===== src/include/uart_macros.svh =====
`ifndef UART_MACROS_SVH
`define UART_MACROS_SVH

// Host command word and line byte widths
`define UART_CMD_WIDTH  16
`define UART_DATA_WIDTH 8

// The clocks per bit on tx and rx must be 2 or more
`define UART_BAUD_DIV   8

// Idle line clocks after every stop bit
`define UART_GAP_CYCLES 16

// The byte FIFO depth is a power of two
`define UART_FIFO_DEPTH 4

`endif


===== src/hdl/uart_cmd_pkg.sv =====
package uart_cmd_pkg;

  // Command bit 15 selects the operation
  typedef enum logic {
    OP_READ  = 1'b0,
    OP_WRITE = 1'b1
  } cmd_op_e;

  typedef enum logic [1:0] {
    SEQ_IDLE,
    SEQ_PUSH_HI,
    SEQ_PUSH_LO,
    SEQ_WAIT_REPLY
  } seq_state_e;

  typedef enum logic [2:0] {
    TX_IDLE,
    TX_START,
    TX_DATA,
    TX_PARITY,
    TX_STOP,
    TX_GAP
  } tx_state_e;

  typedef enum logic [2:0] {
    RX_IDLE,
    RX_START,
    RX_DATA,
    RX_PARITY,
    RX_STOP
  } rx_state_e;

endpackage


===== src/hdl/cmd_byte_fifo.sv =====
`timescale 1ns/1ns
`include "uart_macros.svh"

module cmd_byte_fifo (
  input  logic                        clk,
  input  logic                        rst_n,
  input  logic                        push,
  input  logic [`UART_DATA_WIDTH-1:0] push_data,
  input  logic                        pop,
  output logic [`UART_DATA_WIDTH-1:0] pop_data,
  output logic                        not_empty,
  output logic                        free_two
);

  localparam int AW = $clog2(`UART_FIFO_DEPTH);
  localparam logic [AW:0] FREE_TWO_MAX = (AW + 1)'(`UART_FIFO_DEPTH - 2);

  logic [`UART_DATA_WIDTH-1:0] mem [`UART_FIFO_DEPTH];
  logic [AW-1:0]               wr_ptr;
  logic [AW-1:0]               rd_ptr;
  logic [AW:0]                 count;

  always_ff @(posedge clk)
  begin
    if (push)
      mem[wr_ptr] <= push_data;
  end

  // Pointers wrap by themselves since the depth is a power of two
  always_ff @(posedge clk or negedge rst_n)
  begin
    if (!rst_n)
    begin
      wr_ptr <= '0;
      rd_ptr <= '0;
      count  <= '0;
    end
    else
    begin
      if (push)
        wr_ptr <= wr_ptr + 1'b1;
      if (pop)
        rd_ptr <= rd_ptr + 1'b1;
      case ({push, pop})
        2'b10:   count <= count + 1'b1;
        2'b01:   count <= count - 1'b1;
        default: count <= count;
      endcase
    end
  end

  assign pop_data  = mem[rd_ptr];
  assign not_empty = (count != '0);
  assign free_two  = (count <= FREE_TWO_MAX);

endmodule


===== src/hdl/uart_cmd_sequencer.sv =====
`timescale 1ns/1ns
`include "uart_macros.svh"

module uart_cmd_sequencer
  import uart_cmd_pkg::*;
(
  input  logic                        clk,
  input  logic                        rst_n,
  input  logic [`UART_CMD_WIDTH-1:0]  cmd_in,
  input  logic                        cmd_vld,
  output logic                        cmd_rdy,
  input  logic                        free_two,
  output logic                        push,
  output logic [`UART_DATA_WIDTH-1:0] push_data,
  input  logic [`UART_DATA_WIDTH-1:0] rx_byte,
  input  logic                        rx_bad,
  input  logic                        rx_done,
  output logic [`UART_DATA_WIDTH-1:0] read_data,
  output logic                        read_rdy,
  output logic                        parity_err
);

  seq_state_e                 state;
  seq_state_e                 state_nxt;
  logic [`UART_CMD_WIDTH-1:0] cmd_buf;
  cmd_op_e                    cmd_op;
  logic                       cmd_take;
  logic                       reply_take;

  // Only accept a command when both of its bytes are sure to fit
  assign cmd_rdy    = (state == SEQ_IDLE) && free_two;
  assign cmd_take   = cmd_vld && cmd_rdy;
  assign cmd_op     = cmd_op_e'(cmd_buf[`UART_CMD_WIDTH-1]);
  assign reply_take = (state == SEQ_WAIT_REPLY) && rx_done;

  // ~~~~~~~~~~~~~~~~~~~~~~~~~~~~~~~~~~~~~~~~~~~~~~~~~~~~~~~~~~~~~~~~~~~~~~~~~~
  // Command FSM
  // ~~~~~~~~~~~~~~~~~~~~~~~~~~~~~~~~~~~~~~~~~~~~~~~~~~~~~~~~~~~~~~~~~~~~~~~~~~

  always_comb
  begin
    state_nxt = state;
    case (state)
      SEQ_IDLE:
        if (cmd_take)
          state_nxt = SEQ_PUSH_HI;
      SEQ_PUSH_HI:
        if (cmd_op == OP_WRITE)
          state_nxt = SEQ_PUSH_LO;
        else
          state_nxt = SEQ_WAIT_REPLY;
      SEQ_PUSH_LO:
        state_nxt = SEQ_IDLE;
      SEQ_WAIT_REPLY:
        if (rx_done)
          state_nxt = SEQ_IDLE;
      default:
        state_nxt = SEQ_IDLE;
    endcase
  end

  always_ff @(posedge clk or negedge rst_n)
  begin
    if (!rst_n)
    begin
      state    <= SEQ_IDLE;
      read_rdy <= 1'b0;
    end
    else
    begin
      state    <= state_nxt;
      read_rdy <= reply_take;
    end
  end

  always_ff @(posedge clk)
  begin
    if (cmd_take)
      cmd_buf <= cmd_in;
    if (reply_take)
    begin
      read_data  <= rx_byte;
      parity_err <= rx_bad;
    end
  end

  // The high byte goes first and the low byte follows only for writes
  assign push      = (state == SEQ_PUSH_HI) || (state == SEQ_PUSH_LO);
  assign push_data = (state == SEQ_PUSH_LO) ?
                     cmd_buf[`UART_DATA_WIDTH-1:0] :
                     cmd_buf[`UART_CMD_WIDTH-1 -: `UART_DATA_WIDTH];

endmodule


===== src/hdl/uart_frame_tx.sv =====
`timescale 1ns/1ns
`include "uart_macros.svh"

module uart_frame_tx
  import uart_cmd_pkg::*;
(
  input  logic                        clk,
  input  logic                        rst_n,
  input  logic                        not_empty,
  output logic                        pop,
  input  logic [`UART_DATA_WIDTH-1:0] pop_data,
  output logic                        tx
);

  localparam int CNT_W = $clog2(`UART_BAUD_DIV + `UART_GAP_CYCLES);
  localparam int BIT_W = $clog2(`UART_DATA_WIDTH);
  localparam logic [CNT_W-1:0] BIT_LAST  = CNT_W'(`UART_BAUD_DIV - 1);
  localparam logic [CNT_W-1:0] GAP_LAST  = CNT_W'(`UART_GAP_CYCLES - 1);
  localparam logic [BIT_W-1:0] DATA_LAST = BIT_W'(`UART_DATA_WIDTH - 1);

  tx_state_e                   state;
  logic [CNT_W-1:0]            cnt;
  logic [BIT_W-1:0]            bit_idx;
  logic [`UART_DATA_WIDTH-1:0] tx_byte;
  logic                        cnt_end;

  assign pop     = (state == TX_IDLE) && not_empty;
  // The same counter times every bit and the idle gap
  assign cnt_end = (state == TX_GAP) ? (cnt == GAP_LAST) : (cnt == BIT_LAST);

  always_ff @(posedge clk)
  begin
    if (pop)
      tx_byte <= pop_data;
  end

  // ~~~~~~~~~~~~~~~~~~~~~~~~~~~~~~~~~~~~~~~~~~~~~~~~~~~~~~~~~~~~~~~~~~~~~~~~~~
  // Frame FSM
  // ~~~~~~~~~~~~~~~~~~~~~~~~~~~~~~~~~~~~~~~~~~~~~~~~~~~~~~~~~~~~~~~~~~~~~~~~~~

  always_ff @(posedge clk or negedge rst_n)
  begin
    if (!rst_n)
    begin
      state   <= TX_IDLE;
      cnt     <= '0;
      bit_idx <= '0;
    end
    else if (state == TX_IDLE)
    begin
      cnt     <= '0;
      bit_idx <= '0;
      if (not_empty)
        state <= TX_START;
    end
    else if (!cnt_end)
      cnt <= cnt + 1'b1;
    else
    begin
      cnt <= '0;
      case (state)
        TX_START:
          state <= TX_DATA;
        TX_DATA:
        begin
          bit_idx <= bit_idx + 1'b1;
          if (bit_idx == DATA_LAST)
            state <= TX_PARITY;
        end
        TX_PARITY:
          state <= TX_STOP;
        TX_STOP:
          state <= TX_GAP;
        default:
          state <= TX_IDLE;
      endcase
    end
  end

  // The parity bit gives the nine bits an odd count of ones
  always_comb
  begin
    case (state)
      TX_START:  tx = 1'b0;
      TX_DATA:   tx = tx_byte[bit_idx];
      TX_PARITY: tx = ~^tx_byte;
      default:   tx = 1'b1;
    endcase
  end

endmodule


===== src/hdl/uart_frame_rx.sv =====
`timescale 1ns/1ns
`include "uart_macros.svh"

module uart_frame_rx
  import uart_cmd_pkg::*;
(
  input  logic                        clk,
  input  logic                        rst_n,
  input  logic                        rx,
  output logic [`UART_DATA_WIDTH-1:0] rx_byte,
  output logic                        rx_bad,
  output logic                        rx_done
);

  localparam int CNT_W = $clog2(`UART_BAUD_DIV);
  localparam int BIT_W = $clog2(`UART_DATA_WIDTH);
  localparam logic [CNT_W-1:0] BIT_LAST  = CNT_W'(`UART_BAUD_DIV - 1);
  localparam logic [CNT_W-1:0] HALF_LAST = CNT_W'(`UART_BAUD_DIV / 2 - 1);
  localparam logic [BIT_W-1:0] DATA_LAST = BIT_W'(`UART_DATA_WIDTH - 1);

  rx_state_e                   state;
  logic                        rx_meta;
  logic                        rx_sync;
  logic                        rx_sync_d;
  logic [CNT_W-1:0]            cnt;
  logic [BIT_W-1:0]            bit_idx;
  logic [`UART_DATA_WIDTH-1:0] shreg;
  logic                        par_bit;
  logic                        start_edge;
  logic                        sample;

  assign start_edge = rx_sync_d && !rx_sync;
  // The start bit is sampled after half a bit and every later bit one full bit on
  assign sample     = (state == RX_START) ? (cnt == HALF_LAST) : (cnt == BIT_LAST);

  always_ff @(posedge clk or negedge rst_n)
  begin
    if (!rst_n)
    begin
      rx_meta   <= 1'b1;
      rx_sync   <= 1'b1;
      rx_sync_d <= 1'b1;
      state     <= RX_IDLE;
      cnt       <= '0;
      bit_idx   <= '0;
    end
    else
    begin
      rx_meta   <= rx;
      rx_sync   <= rx_meta;
      rx_sync_d <= rx_sync;
      if (state == RX_IDLE)
      begin
        cnt     <= '0;
        bit_idx <= '0;
        if (start_edge)
          state <= RX_START;
      end
      else if (!sample)
        cnt <= cnt + 1'b1;
      else
      begin
        cnt <= '0;
        case (state)
          // A glitch shorter than half a bit drops back to idle
          RX_START:
            state <= rx_sync ? RX_IDLE : RX_DATA;
          RX_DATA:
          begin
            bit_idx <= bit_idx + 1'b1;
            if (bit_idx == DATA_LAST)
              state <= RX_PARITY;
          end
          RX_PARITY:
            state <= RX_STOP;
          default:
            state <= RX_IDLE;
        endcase
      end
    end
  end

  always_ff @(posedge clk)
  begin
    if (sample && (state == RX_DATA))
      shreg <= {rx_sync, shreg[`UART_DATA_WIDTH-1:1]};
    if (sample && (state == RX_PARITY))
      par_bit <= rx_sync;
  end

  assign rx_done = sample && (state == RX_STOP);
  assign rx_byte = shreg;
  assign rx_bad  = !(^{par_bit, shreg}) || !rx_sync;

endmodule


===== src/hdl/uart_cmd_master.sv =====
`timescale 1ns/1ns
`include "uart_macros.svh"

module uart_cmd_master (
  input  logic                        clk,
  input  logic                        rst_n,
  input  logic [`UART_CMD_WIDTH-1:0]  cmd_in,
  input  logic                        cmd_vld,
  input  logic                        rx,
  output logic                        tx,
  output logic                        cmd_rdy,
  output logic [`UART_DATA_WIDTH-1:0] read_data,
  output logic                        read_rdy,
  output logic                        parity_err
);

  logic                        push;
  logic [`UART_DATA_WIDTH-1:0] push_data;
  logic                        pop;
  logic [`UART_DATA_WIDTH-1:0] pop_data;
  logic                        not_empty;
  logic                        free_two;
  logic [`UART_DATA_WIDTH-1:0] rx_byte;
  logic                        rx_bad;
  logic                        rx_done;

  uart_cmd_sequencer u_seq (
    .clk        (clk),
    .rst_n      (rst_n),
    .cmd_in     (cmd_in),
    .cmd_vld    (cmd_vld),
    .cmd_rdy    (cmd_rdy),
    .free_two   (free_two),
    .push       (push),
    .push_data  (push_data),
    .rx_byte    (rx_byte),
    .rx_bad     (rx_bad),
    .rx_done    (rx_done),
    .read_data  (read_data),
    .read_rdy   (read_rdy),
    .parity_err (parity_err)
  );

  // Bytes wait here while earlier frames are still on the line
  cmd_byte_fifo u_fifo (
    .clk       (clk),
    .rst_n     (rst_n),
    .push      (push),
    .push_data (push_data),
    .pop       (pop),
    .pop_data  (pop_data),
    .not_empty (not_empty),
    .free_two  (free_two)
  );

  uart_frame_tx u_tx (
    .clk       (clk),
    .rst_n     (rst_n),
    .not_empty (not_empty),
    .pop       (pop),
    .pop_data  (pop_data),
    .tx        (tx)
  );

  uart_frame_rx u_rx (
    .clk     (clk),
    .rst_n   (rst_n),
    .rx      (rx),
    .rx_byte (rx_byte),
    .rx_bad  (rx_bad),
    .rx_done (rx_done)
  );

endmodule


===== config.mk =====
export PLATFORM = sky130hd
export DESIGN_NAME = uart_cmd_master
export DESIGN_NICKNAME = d
export VERILOG_FILES = /design/src/hdl/uart_cmd_pkg.sv /design/src/hdl/cmd_byte_fifo.sv /design/src/hdl/uart_cmd_sequencer.sv /design/src/hdl/uart_frame_tx.sv /design/src/hdl/uart_frame_rx.sv /design/src/hdl/uart_cmd_master.sv
export VERILOG_INCLUDE_DIRS = /design/src /design/src/include
export SDC_FILE = /design/constraint.sdc
export NUM_CORES = 1
export LEC_CHECK = 0
export ABC_AREA = 1
export BUFFER_PORTS_ARGS = -buffer_cell sky130_fd_sc_hd__buf_2
export CELL_PAD_IN_SITES_DETAIL_PLACEMENT = 0
export CELL_PAD_IN_SITES_GLOBAL_PLACEMENT = 1
export CORE_UTILIZATION = 40
export CTS_CLUSTER_SIZE = 14
export DETAILED_ROUTE_END_ITERATION = 8
export HOLD_SLACK_MARGIN = 0.12
export PLACE_DENSITY = 0.78
export SYNTH_ARGS = -nofsm -noshare
export SYNTH_HDL_FRONTEND = slang
export SYNTH_SLANG_ARGS = --single-unit

===== constraint.sdc =====
create_clock -name clk -period 6.4 [get_ports clk]
set_clock_uncertainty 0.2 [all_clocks]
set_input_delay 0.32 -clock clk [delete_from_list [all_inputs] [get_ports clk]]
set_output_delay 0.32 -clock clk [all_outputs]
set_load 0.005 [all_outputs]

After elaboration in Yosys (flattened, before gate mapping)
Memory sizes are Yosys's and may differ from the RTL's. A register that Yosys moved wholly into a read port is not among the register bits.
Cells that the tools add are included.
- register bits: 67
- memory bits (writable): 32
- input port bits: 20
- output and inout port bits: 12
- word-level logic and storage cells: 118
- memories: 1
- add/subtract/negate cells: 8
- magnitude comparators: 2
- eq/ne operators: 26
- muxes and demuxes: 34
- reduce and logical (&&, ||, !) cells: 28
- memories (name ; depth ; width ; read ports ; clocked after Yosys merged registers in ; write ports ; line ; RTL):
    u_fifo.mem ; 4 ; 8 ; 1 ; 1 ; 1 ; cmd_byte_fifo.sv:18 ; logic [`UART_DATA_WIDTH-1:0] mem [`UART_FIFO_DEPTH];
- operators with widths (kind ; number):
    two-way mux 3 bit ; 16
    equality test 3 bit (second input constant) ; 6
    equality test 3 x 2 -> 1 bit (second input constant) ; 5
    adder 3 x 1 -> 3 bit (second input constant) ; 4
    case mux 3 bit (4 select lines) ; 1
    two-way mux 5 bit ; 2
    nonzero test 2 bit ; 5
    case mux 3 bit (3 select lines) ; 1
    XOR reduction 9 bit ; 1
    logical AND 1 bit ; 8
    two-way mux 8 bit ; 1
    inequality test 2 x 1 -> 1 bit (second input constant) ; 4
    case mux 2 bit (4 select lines) ; 1
    XNOR reduction 8 bit ; 1
    equality test 2 bit (second input constant) ; 3
    equality test 3 x 1 -> 1 bit (second input constant) ; 2
    logical NOT 3 bit ; 2
    two-way mux 1 bit ; 6
    two-way mux 2 bit ; 3
    inequality test 3 x 1 -> 1 bit (second input constant) ; 2
    case mux 3 bit (2 select lines) ; 1
    AND reduction 2 bit ; 3
    AND reduction 3 bit ; 2
    adder 5 x 1 -> 5 bit (second input constant) ; 1
    13 further kinds ; 17

Logic depth before layout (Yosys ltp)
Gate-level depths: netlist (run 1).
- depth after elaboration: 5
- depth in mapped cells: 10

Hierarchy
Synthesis (run 1) repeated with hierarchy kept, for this count alone.
- cell total of the unflattened synthesis: 474
- area, all modules: 4902.2 um^2
- modules (own cells, without submodules) (module ; instances ; cells each ; area each (um^2) ; sequential area each (um^2)):
    cmd_byte_fifo ; 1 ; 142 ; 1706.6 ; 1136.1
    uart_cmd_sequencer ; 1 ; 83 ; 1118.6 ; 825.8
    uart_frame_tx ; 1 ; 145 ; 1094.8 ; 515.5
    uart_frame_rx ; 1 ; 104 ; 982.2 ; 574.3

Worst setup path after synthesis (run 1)
No wires, ideal clock.
- path kind: reg2reg
- start: register u_tx.state[0]
- end: register u_fifo.count[2]
- setup time: 124 ps
- arrival time: 2081 ps
- data required time: 6076 ps
- slack: 3995 ps
- cell stages (with the launch flop): 11
- path buffers: 0
- clock period less this slack: 2405 ps
- cell sequence: dfrtp_1 > nor2_4 > nand2_4 > or2_4 > clkinv_1 > ha_1 > inv_1 > fa_1 > a21oi_1 > o21ai_0 > xnor2_1
- cells in the longest elaborated chain, start to end: 4
- elaborated cells on any way between the ends: 6
- those cells by class: eq/ne (2); mux (1); reduce/logical (3)
- RTL lines (element ; line ; RTL):
    start: declaration ; uart_frame_tx.sv:21 ; tx_state_e state;
    start signal: assignment ; uart_frame_tx.sv:45 ; state <= TX_IDLE;
    start signal: assignment ; uart_frame_tx.sv:54 ; state <= TX_START;
    start signal: assignment ; uart_frame_tx.sv:63 ; state <= TX_DATA;
    logical NOT 3 bit * ; uart_frame_tx.sv:27 ; assign pop = (state == TX_IDLE) && not_empty;
    logical AND 1 bit * ; uart_frame_tx.sv:27 ;
    via pop ; uart_cmd_master.sv:19 ; logic pop;
    equality test 2 x 1 -> 1 bit / equality test 2 bit (equally long branches) ; cmd_byte_fifo.sv:44 ; case ({push, pop})
    case mux 3 bit (2 select lines) / nonzero test 2 bit (equally long branches) ; n/a ;
    end signal: assignment ; cmd_byte_fifo.sv:45 ; 2'b10: count <= count + 1'b1;
    end signal: assignment ; cmd_byte_fifo.sv:46 ; 2'b01: count <= count - 1'b1;
    end signal: assignment ; cmd_byte_fifo.sv:47 ; default: count <= count;
    end: declaration ; cmd_byte_fifo.sv:21 ; logic [AW:0] count;
Mark *: on every way through the listed nets, which the timed path passes. The rest lies on a longest branch.
A chain may end at the register's enable or synchronous reset.

Worst setup path after layout (run 1)
Ends and elaborated chain as after synthesis.

==> qor.txt, run 1 <==
result of the run -> complete, no violations
area overhead of the layout relative to synthesis -> 17.03%
endpoint of the lowest-slack register-to-register path -> u_fifo.count[2]
Least-Margin Pin Slew -> 915.5 ps
cell chosen for the clock root -> sky130_fd_sc_hd__clkbuf_16
Final Hold Viols -> 0
Slew headroom -> 38.74%
Worst Min Path Start -> u_rx.rx_meta
clock transition at the registers of the reported paths -> 70 ps
worst-case setup slack after placement -> 3824 ps
number of nets with antenna violations after detailed routing -> 0
antenna violations before repair -> 0
Yosys top cell area share -> 47.17%
remaining global-route overflow -> 0
net count after synthesis -> 477
post-route fraction of the period consumed by the critical path -> 40.11%
# clock sinks -> 107
die span in y -> 110.5 um
path type of the worst setup path -> reg -> reg
count of antenna diodes in the layout -> 0
Leakage Power -> 2.401 nW
Post-CTS Setup Bufs -> 0
Hold Path End -> u_rx.rx_sync
I/O Buffers -> 31
FF-to-FF setup slack -> 3830 ps
initial standard-cell utilization of the core -> 41.08%
via count -> 3009
setup repair after global routing missed its margin -> no
number of iterations in the first detailed-routing pass -> 4
DRT iter0 DRCs -> 145
number of buffers created by CTS -> 9
global-route wire length before repair -> 13.42 mm
post-route total power -> 2.539 mW
kind of path behind the tightest hold check -> reg -> reg
sequential-to-total area share from yosys stat -> 64.78%
Finished Layout Cells -> 641
HPWL Detailed -> 5.345 mm
Sum Neg Setup Slack -> 0 ps
leading area contributor after synthesis -> sky130_fd_sc_hd__edfxtp_1
most frequent cells in the layout -> 128 x sky130_fd_sc_hd__nand2_1, 74 x sky130_fd_sc_hd__edfxtp_1, 47 x sky130_fd_sc_hd__inv_1, 34 x sky130_fd_sc_hd__nor2_1, 31 x sky130_fd_sc_hd__buf_2
Peak supply drop -> 190.1 uV
count of cells along the worst hold path -> 0
synth top area cells -> sky130_fd_sc_hd__edfxtp_1 47%, sky130_fd_sc_hd__dfrtp_1 16%, sky130_fd_sc_hd__nand2_1 10%
final setup margin -> 3833 ps
Synth warnings -> 0
Clk Latency, worst-skew pair -> 350 ps
maximum operating frequency -> 0.3895 GHz
DP Cell Count -> 607
DRC Markers -> 0
number of distinct library cell variants in the gate-level netlist after synthesis -> 33
average size of a mapped cell -> 10.71 um^2
crit path time final -> 2567 ps
net count reported at finish -> 530
most frequent standard cell in the layout excluding fill and tap cells -> sky130_fd_sc_hd__nand2_1
total wirelength of the detailed-routed design -> 7.723 mm
CP max FO -> 10
global routing usage summed across all routing layers -> 13.96%
buffer levels on the longest clock path -> 2
cells after synthesis -> 440
Crit path required time -> 6440 ps
endpoint kind of the worst setup timing path -> register
layout cell share with drive strength beyond 1 -> 14.06%
reg2reg start -> u_tx.state[0]
Top-Level Pins -> 32
Seq cells post-synth -> 107
Max Transition Viols Final -> 0
number of H-tree branching levels -> 3
Rows -> 39
kind of start point of the critical path -> register
routability congestion estimate from global placement -> 0.7103
logic depth of the worst register-to-register path -> 10
Post-Synthesis Cell Area -> 0.004711 mm^2
Layout fillers -> 1019
Critical Path AT -> 2600 ps
CTS tree -> built
horizontal extent of the die -> 110.5 um
area of the core region -> 0.01147 mm^2
via-per-instance ratio -> 4.694
largest net degree at the start of global routing -> 34
number of max-cap violations -> 0
die area -> 0.01221 mm^2
number of global-route vias before repair -> 2959
final-report setup violation count -> 0
Pwr per Cell Area -> 460.6 mW/mm^2
WL per Instance -> 12.05 um
[repair_timing]
action | in CTS | in global routing
endpoints found under the hold margin | 47 | 0
resized for setup | 0 | 0
hold buffers | 18 | 0
[worst max-delay path, stage by stage, from the launching register on]
cell and delay [ps]:
sky130_fd_sc_hd__dfrtp_1 460, sky130_fd_sc_hd__nor2_4 170, sky130_fd_sc_hd__nand2_4 100, sky130_fd_sc_hd__or2_4 270, sky130_fd_sc_hd__clkinv_1 190, sky130_fd_sc_hd__ha_1 180
sky130_fd_sc_hd__inv_1 70, sky130_fd_sc_hd__fa_1 430, sky130_fd_sc_hd__a21oi_1 140, sky130_fd_sc_hd__o21ai_0 110, sky130_fd_sc_hd__xnor2_1 130
[area by class of cell]
cell class | count | area, um^2 | area share, %
Sequential cell | 107 | 3052 | 55.36
Clock buffer | 9 | 225.2 | 4.085
Multi-Input combinational cell | 274 | 1435 | 26.03
Timing Repair Buffer | 49 | 335.3 | 6.083
Clock inverter | 7 | 91.34 | 1.657
Tap cell | 143 | 178.9 | 3.246
Inverter | 52 | 195.2 | 3.541
[layer usage]
layer	GRT usage [%]	share of wire [%]
met1	16.82	46
met2	23.60	49
met3	3.513	2.8
met4	6.222	2.0
met5	0	0
[Yosys cell counts, drive strengths merged]
| cell type | number |
|---|---|
| a21boi | 1 |
| a21oi | 3 |
| buf | 2 |
| clkbuf | 5 |
| clkinv | 1 |
| dfrtp | 30 |
| dfstp | 3 |
| edfxtp | 74 |
| fa | 1 |
| ha | 16 |
| inv | 51 |
| nand2 | 134 |
| nand3 | 20 |
| nand3b | 1 |
| nand4 | 2 |
| nor2 | 38 |
| nor3 | 4 |
| o211ai | 3 |
| o21ai | 31 |
| o22ai | 9 |
| or2 | 1 |
| xnor2 | 6 |
| xor2 | 4 |
[kinds of logic (layout without fill, tap and decap cells)]
kind of cell / Yosys count / count (layout) / synth area share, %
buf+inv: 59 / 117 / 4.754
xor+xnor: 10 / 10 / 2.019
compound gates: 47 / 47 / 5.525
simple gates: 200 / 200 / 18.25
fa+ha+maj: 17 / 17 / 4.675
flops: 107 / 107 / 64.78
[how the worst max path moves through the flow]
stage	start	to	slack (ps)
after floorplan	u_tx.state[0]	u_fifo.count[2]	3990
after global routing	u_tx.state[0]	u_fifo.count[2]	3700
after detailed placement	u_tx.state[0]	u_fifo.count[2]	3820
final	u_tx.state[0]	u_fifo.count[2]	3830
after CTS	u_tx.state[0]	u_fifo.count[2]	3820
after global placement	u_tx.state[0]	u_fifo.count[2]	3870
[stage by stage]
stage                     hold WS, ps  instance area, um^2  util, %
after detailed placement        147.5                 5016    43.74
after global placement          146.3                 5016    43.74
after CTS                       157.8                 5513    48.07
after global routing            158.4                 5513    48.07
after floorplan                -175.6                 4711        -
final                           156.1                 5513    48.07
[registers in the layout (all words and copies together), names as in the netlist, 2 cells and up, named ones only]
signal / flops
u_fifo.rd_ptr: 2
u_tx.tx_byte: 8
u_seq.cmd_buf: 16
u_seq.read_data: 8
u_tx.bit_idx: 3
u_rx.cnt: 3
u_rx.state: 3
u_seq.state: 2
u_tx.cnt: 5
u_fifo.wr_ptr: 2
u_tx.state: 2
u_rx.rx_byte: 8
u_rx.bit_idx: 3
u_fifo.mem: 32
u_fifo.count: 3
[report_power, final]
group	total, mW	switching (mW)	internal [mW]
clock network	0.567	0.254	0.313
registers	1.14	0.145	0.999
logic	0.828	0.534	0.293
total	2.54	0.933	1.61
No activity file was read; power rests on OpenSTA's default activity.
==> run 2: changes to the inputs <==
ABC_AREA = 0   (was 1)
PLACE_DENSITY = 0.75   (was 0.78)
clock period = 2.6 ns   (was 6.4 ns; I/O delays follow)
==> run 2 against run 1 <==
Compared with the run above:
- non-clock buffer count rose by 7
- power increased by 90%
- final cell count shrank 23%
- via count shrank 21%
- routed wire length down 9.4%
- sequential power up 120%
- die area decreased by 3.4%
- utilization grew 0.79 points
- worst hold slack better by 3.2 ps
==> qor.txt, run 2 <==
Slew headroom -> 46.97% (+8.2 points)
cell chosen for the clock root -> sky130_fd_sc_hd__clkbuf_16
Top Registers -> u_fifo.mem x32, u_seq.cmd_buf x16
most frequent cell after synthesis -> sky130_fd_sc_hd__edfxtp_1
Rows -> 38 (-2.6%)
initial standard-cell utilization of the core -> 41.59% (+0.51 points)
share of synthesized cell area in and, or, nand and nor gates -> 7.235% (-11 points)
Post-Synthesis Cell Area -> 0.004548 mm^2 (-3.5%)
number of buffers created by CTS -> 9 (unchanged)
final setup margin -> 285.1 ps (-3548 ps)
number of max-cap violations -> 0 (unchanged)
net count reported at finish -> 388 (-27%)
sequential-to-total area share from yosys stat -> 67.10% (+2.3 points)
top cell types by occurrence after synthesis -> 74 x sky130_fd_sc_hd__edfxtp_1, 30 x sky130_fd_sc_hd__dfrtp_1, 19 x sky130_fd_sc_hd__nor2_1
Synth Area in XOR/XNOR -> 4.732% (+2.7 points)
combinational family with the most area after synthesis -> multiplexers
Max Transition Viols Final -> 0 (unchanged)
number of H-tree branching levels -> 3 (unchanged)
Sum Neg Setup Slack -> 0 ps (unchanged)
endpoint kind of the worst setup timing path -> register
WL per Instance -> 14.10 um (+17%)
number of enable-type register cells in the synthesized netlist -> 74 (unchanged)
Post-CTS Setup Bufs -> 0 (unchanged)
area overhead of the layout relative to synthesis -> 17.50%
buffer levels on the longest clock path -> 2 (unchanged)
result of the run -> complete, no violations
summed area of non-filler cells in the final layout -> 0.005344 mm^2 (-3.1%)
Least-Margin Pin Slew -> 795.4 ps (-120.0 ps)
Compound-Gate Fraction of Synth Area -> 4.897% (-0.63 points)
maximum operating frequency -> 0.4320 GHz (+11%)
kind of path behind the tightest hold check -> reg -> reg
worst-case setup slack after placement -> 288.4 ps (-3535 ps)
Top-Level Pins -> 32 (unchanged)
layout cell share with drive strength beyond 1 -> 23.60% (+9.5 points)
cells after synthesis -> 294 (-33%)
antenna violations before repair -> 0 (unchanged)
Final Hold Viols -> 0 (unchanged)
Pwr per Cell Area -> 903.2 mW/mm^2 (+96%)
average size of a mapped cell -> 15.47 um^2 (+44%)
CTS tree -> built
I/O Buffers -> 31 (unchanged)
net count after synthesis -> 331 (-31%)
remaining global-route overflow -> 0 (unchanged)
synth top area cells -> sky130_fd_sc_hd__edfxtp_1 49%, sky130_fd_sc_hd__dfrtp_1 17%, sky130_fd_sc_hd__mux4_2 4.5%
number of flip-flops in the largest register -> 32 (unchanged)
via count -> 2366 (-21%)
die area -> 0.01180 mm^2 (-3.4%)
FF-to-FF setup slack -> 290 ps (-3550 ps)
kind of start point of the critical path -> register
Yosys top cell area share -> 48.86% (+1.7 points)
area of the core region -> 0.01094 mm^2 (-4.6%)
flip-flop cell with the highest count after synthesis -> sky130_fd_sc_hd__edfxtp_1
most frequent standard cell in the layout excluding fill and tap cells -> sky130_fd_sc_hd__edfxtp_1
logic depth of the worst register-to-register path -> 9 (-1)
number of distinct library cell variants in the gate-level netlist after synthesis -> 50 (+52%)
Hold WS -> 159.3 ps (+3.167 ps)
die span in y -> 108.6 um (-1.7%)
crit path time final -> 2315 ps (-252.2 ps)
most frequent cells in the layout -> 74 x sky130_fd_sc_hd__edfxtp_1, 31 x sky130_fd_sc_hd__buf_2, 30 x sky130_fd_sc_hd__dfrtp_1, 19 x sky130_fd_sc_hd__nor2_1, 19 x sky130_fd_sc_hd__dlygate4sd3_1
routability congestion estimate from global placement -> 0.7130 (+0.38%)
largest net degree at the start of global routing -> 34 (unchanged)
number of nets with antenna violations after detailed routing -> 0 (unchanged)
post-route fraction of the period consumed by the critical path -> 89.03% (+49 points)
final core utilization -> 48.87% (+0.79 points)
horizontal extent of the die -> 108.6 um (-1.7%)
clock transition at the registers of the reported paths -> 70 ps (about the same)
CP max FO -> 8 (-2)
Post-Synth Adder-Cell Area -> 4.842% (+0.17 points)
number of iterations in the first detailed-routing pass -> 4 (unchanged)
Synth warnings -> 0 (unchanged)
path type of the worst setup path -> reg -> reg
count of antenna diodes in the layout -> 0 (unchanged)
# clock sinks -> 107 (unchanged)
DRT iter0 DRCs -> 77 (-47%)
global-route wire length before repair -> 11.82 mm (-12%)
top register by number of flip-flops -> u_fifo.mem
Clk Latency, worst-skew pair -> 350 ps (about the same)
via-per-instance ratio -> 4.770 (+1.6%)
Layout fillers -> 956 (-6.2%)
instance area after placement -> 0.004863 mm^2 (-3.0%)
number of global-route vias before repair -> 2413 (-18%)
total wirelength of the detailed-routed design -> 6.996 mm (-9.4%)
leading area contributor after synthesis -> sky130_fd_sc_hd__edfxtp_1
Critical Path AT -> 2380 ps (-220 ps)
DRC Markers -> 0 (unchanged)
asr flop ratio synth -> 30.84% (unchanged)
global routing usage summed across all routing layers -> 13.61% (-0.35 points)
HPWL Detailed -> 4.655 mm (-13%)
count of cells along the worst hold path -> 0 (unchanged)
Peak supply drop -> 495.4 uV (+160%)
Crit path required time -> 2670 ps (-3770 ps)
Seq cells post-synth -> 107 (unchanged)
Leakage Power -> 2.070 nW (-14%)
mux share of post-synthesis cell area -> 8.473% (+8.5 points)
setup repair after global routing missed its margin -> no
final-report setup violation count -> 0 (unchanged)
[run 2: cell type report]
type                            instances  area [um^2]  share of cell area [%]
Clock inverter                          7        65.06                   1.218
Timing Repair Buffer                   56        390.4                   7.305
Multi-Input combinational cell        160         1373                   25.68
Tap cell                              140        175.2                   3.278
Sequential cell                       107         3052                   57.11
Clock buffer                            9        225.2                   4.214
Inverter                               17        63.81                   1.194
[run 2: metrics by stage]
stage / power (mW) / cells
after global routing: 5.137 / 496
after global placement: 3.497 / 461
after CTS: 4.886 / 496
after detailed placement: 3.559 / 461
final: 4.827 / 496
after floorplan: 3.258 / 294
[run 2: logic make-up (layout without fill, tap and decap cells)]
| logic type | after synthesis | after routing |
|---|---|---|
| compound gates | 32 | 32 |
| xor+xnor | 23 | 23 |
| fa+ha+maj | 17 | 17 |
| buf+inv | 27 | 89 |
| flops | 107 | 107 |
| mux | 25 | 25 |
| simple gates | 63 | 63 |
[run 2: worst max-delay path: stages, from the launching register on]
cell and delay [ps]:
sky130_fd_sc_hd__dfrtp_1 400, sky130_fd_sc_hd__inv_1 100, sky130_fd_sc_hd__ha_1 400, sky130_fd_sc_hd__inv_1 90, sky130_fd_sc_hd__ha_1 180, sky130_fd_sc_hd__inv_1 70, sky130_fd_sc_hd__fa_1 430, sky130_fd_sc_hd__xor2_1 150
sky130_fd_sc_hd__nor2_1 110, sky130_fd_sc_hd__xnor2_1 120
[run 2: worst paths after layout]
| path | end | startpoint |
|---|---|---|
| min in group asynchronous | u_tx.cnt[3] | rst_n |
| worst min-delay path | u_rx.rx_sync | u_rx.rx_meta |
| worst max-delay path | u_fifo.count[2] | u_seq.state[0] |
| worst min register to register | u_rx.rx_sync | u_rx.rx_meta |
| worst max register to register | u_fifo.count[2] | u_seq.state[0] |
| max in group asynchronous | u_rx.state[2] | rst_n |
[run 2: power by group]
group | switching (mW) | internal (mW)
clock | 0.630 | 0.672
combinational | 0.574 | 0.481
sequential | 0.188 | 2.28
total | 1.39 | 3.43
[run 2: routing by layer]
layer  wire length, um  up-vias  global-route usage (%)
met5                 0        -                       0
met1              3290     1147                   17.39
met4                80        0                   5.502
met3               186        5                   4.124
met2              3438       31                   21.70
li1                  -     1183                       -
[run 2: timing repair]
| item | in CTS | in global routing |
|---|---|---|
| hold buffers | 19 | 0 |
| resized for setup | 0 | 0 |
| hold endpoints to repair | 51 | 0 |
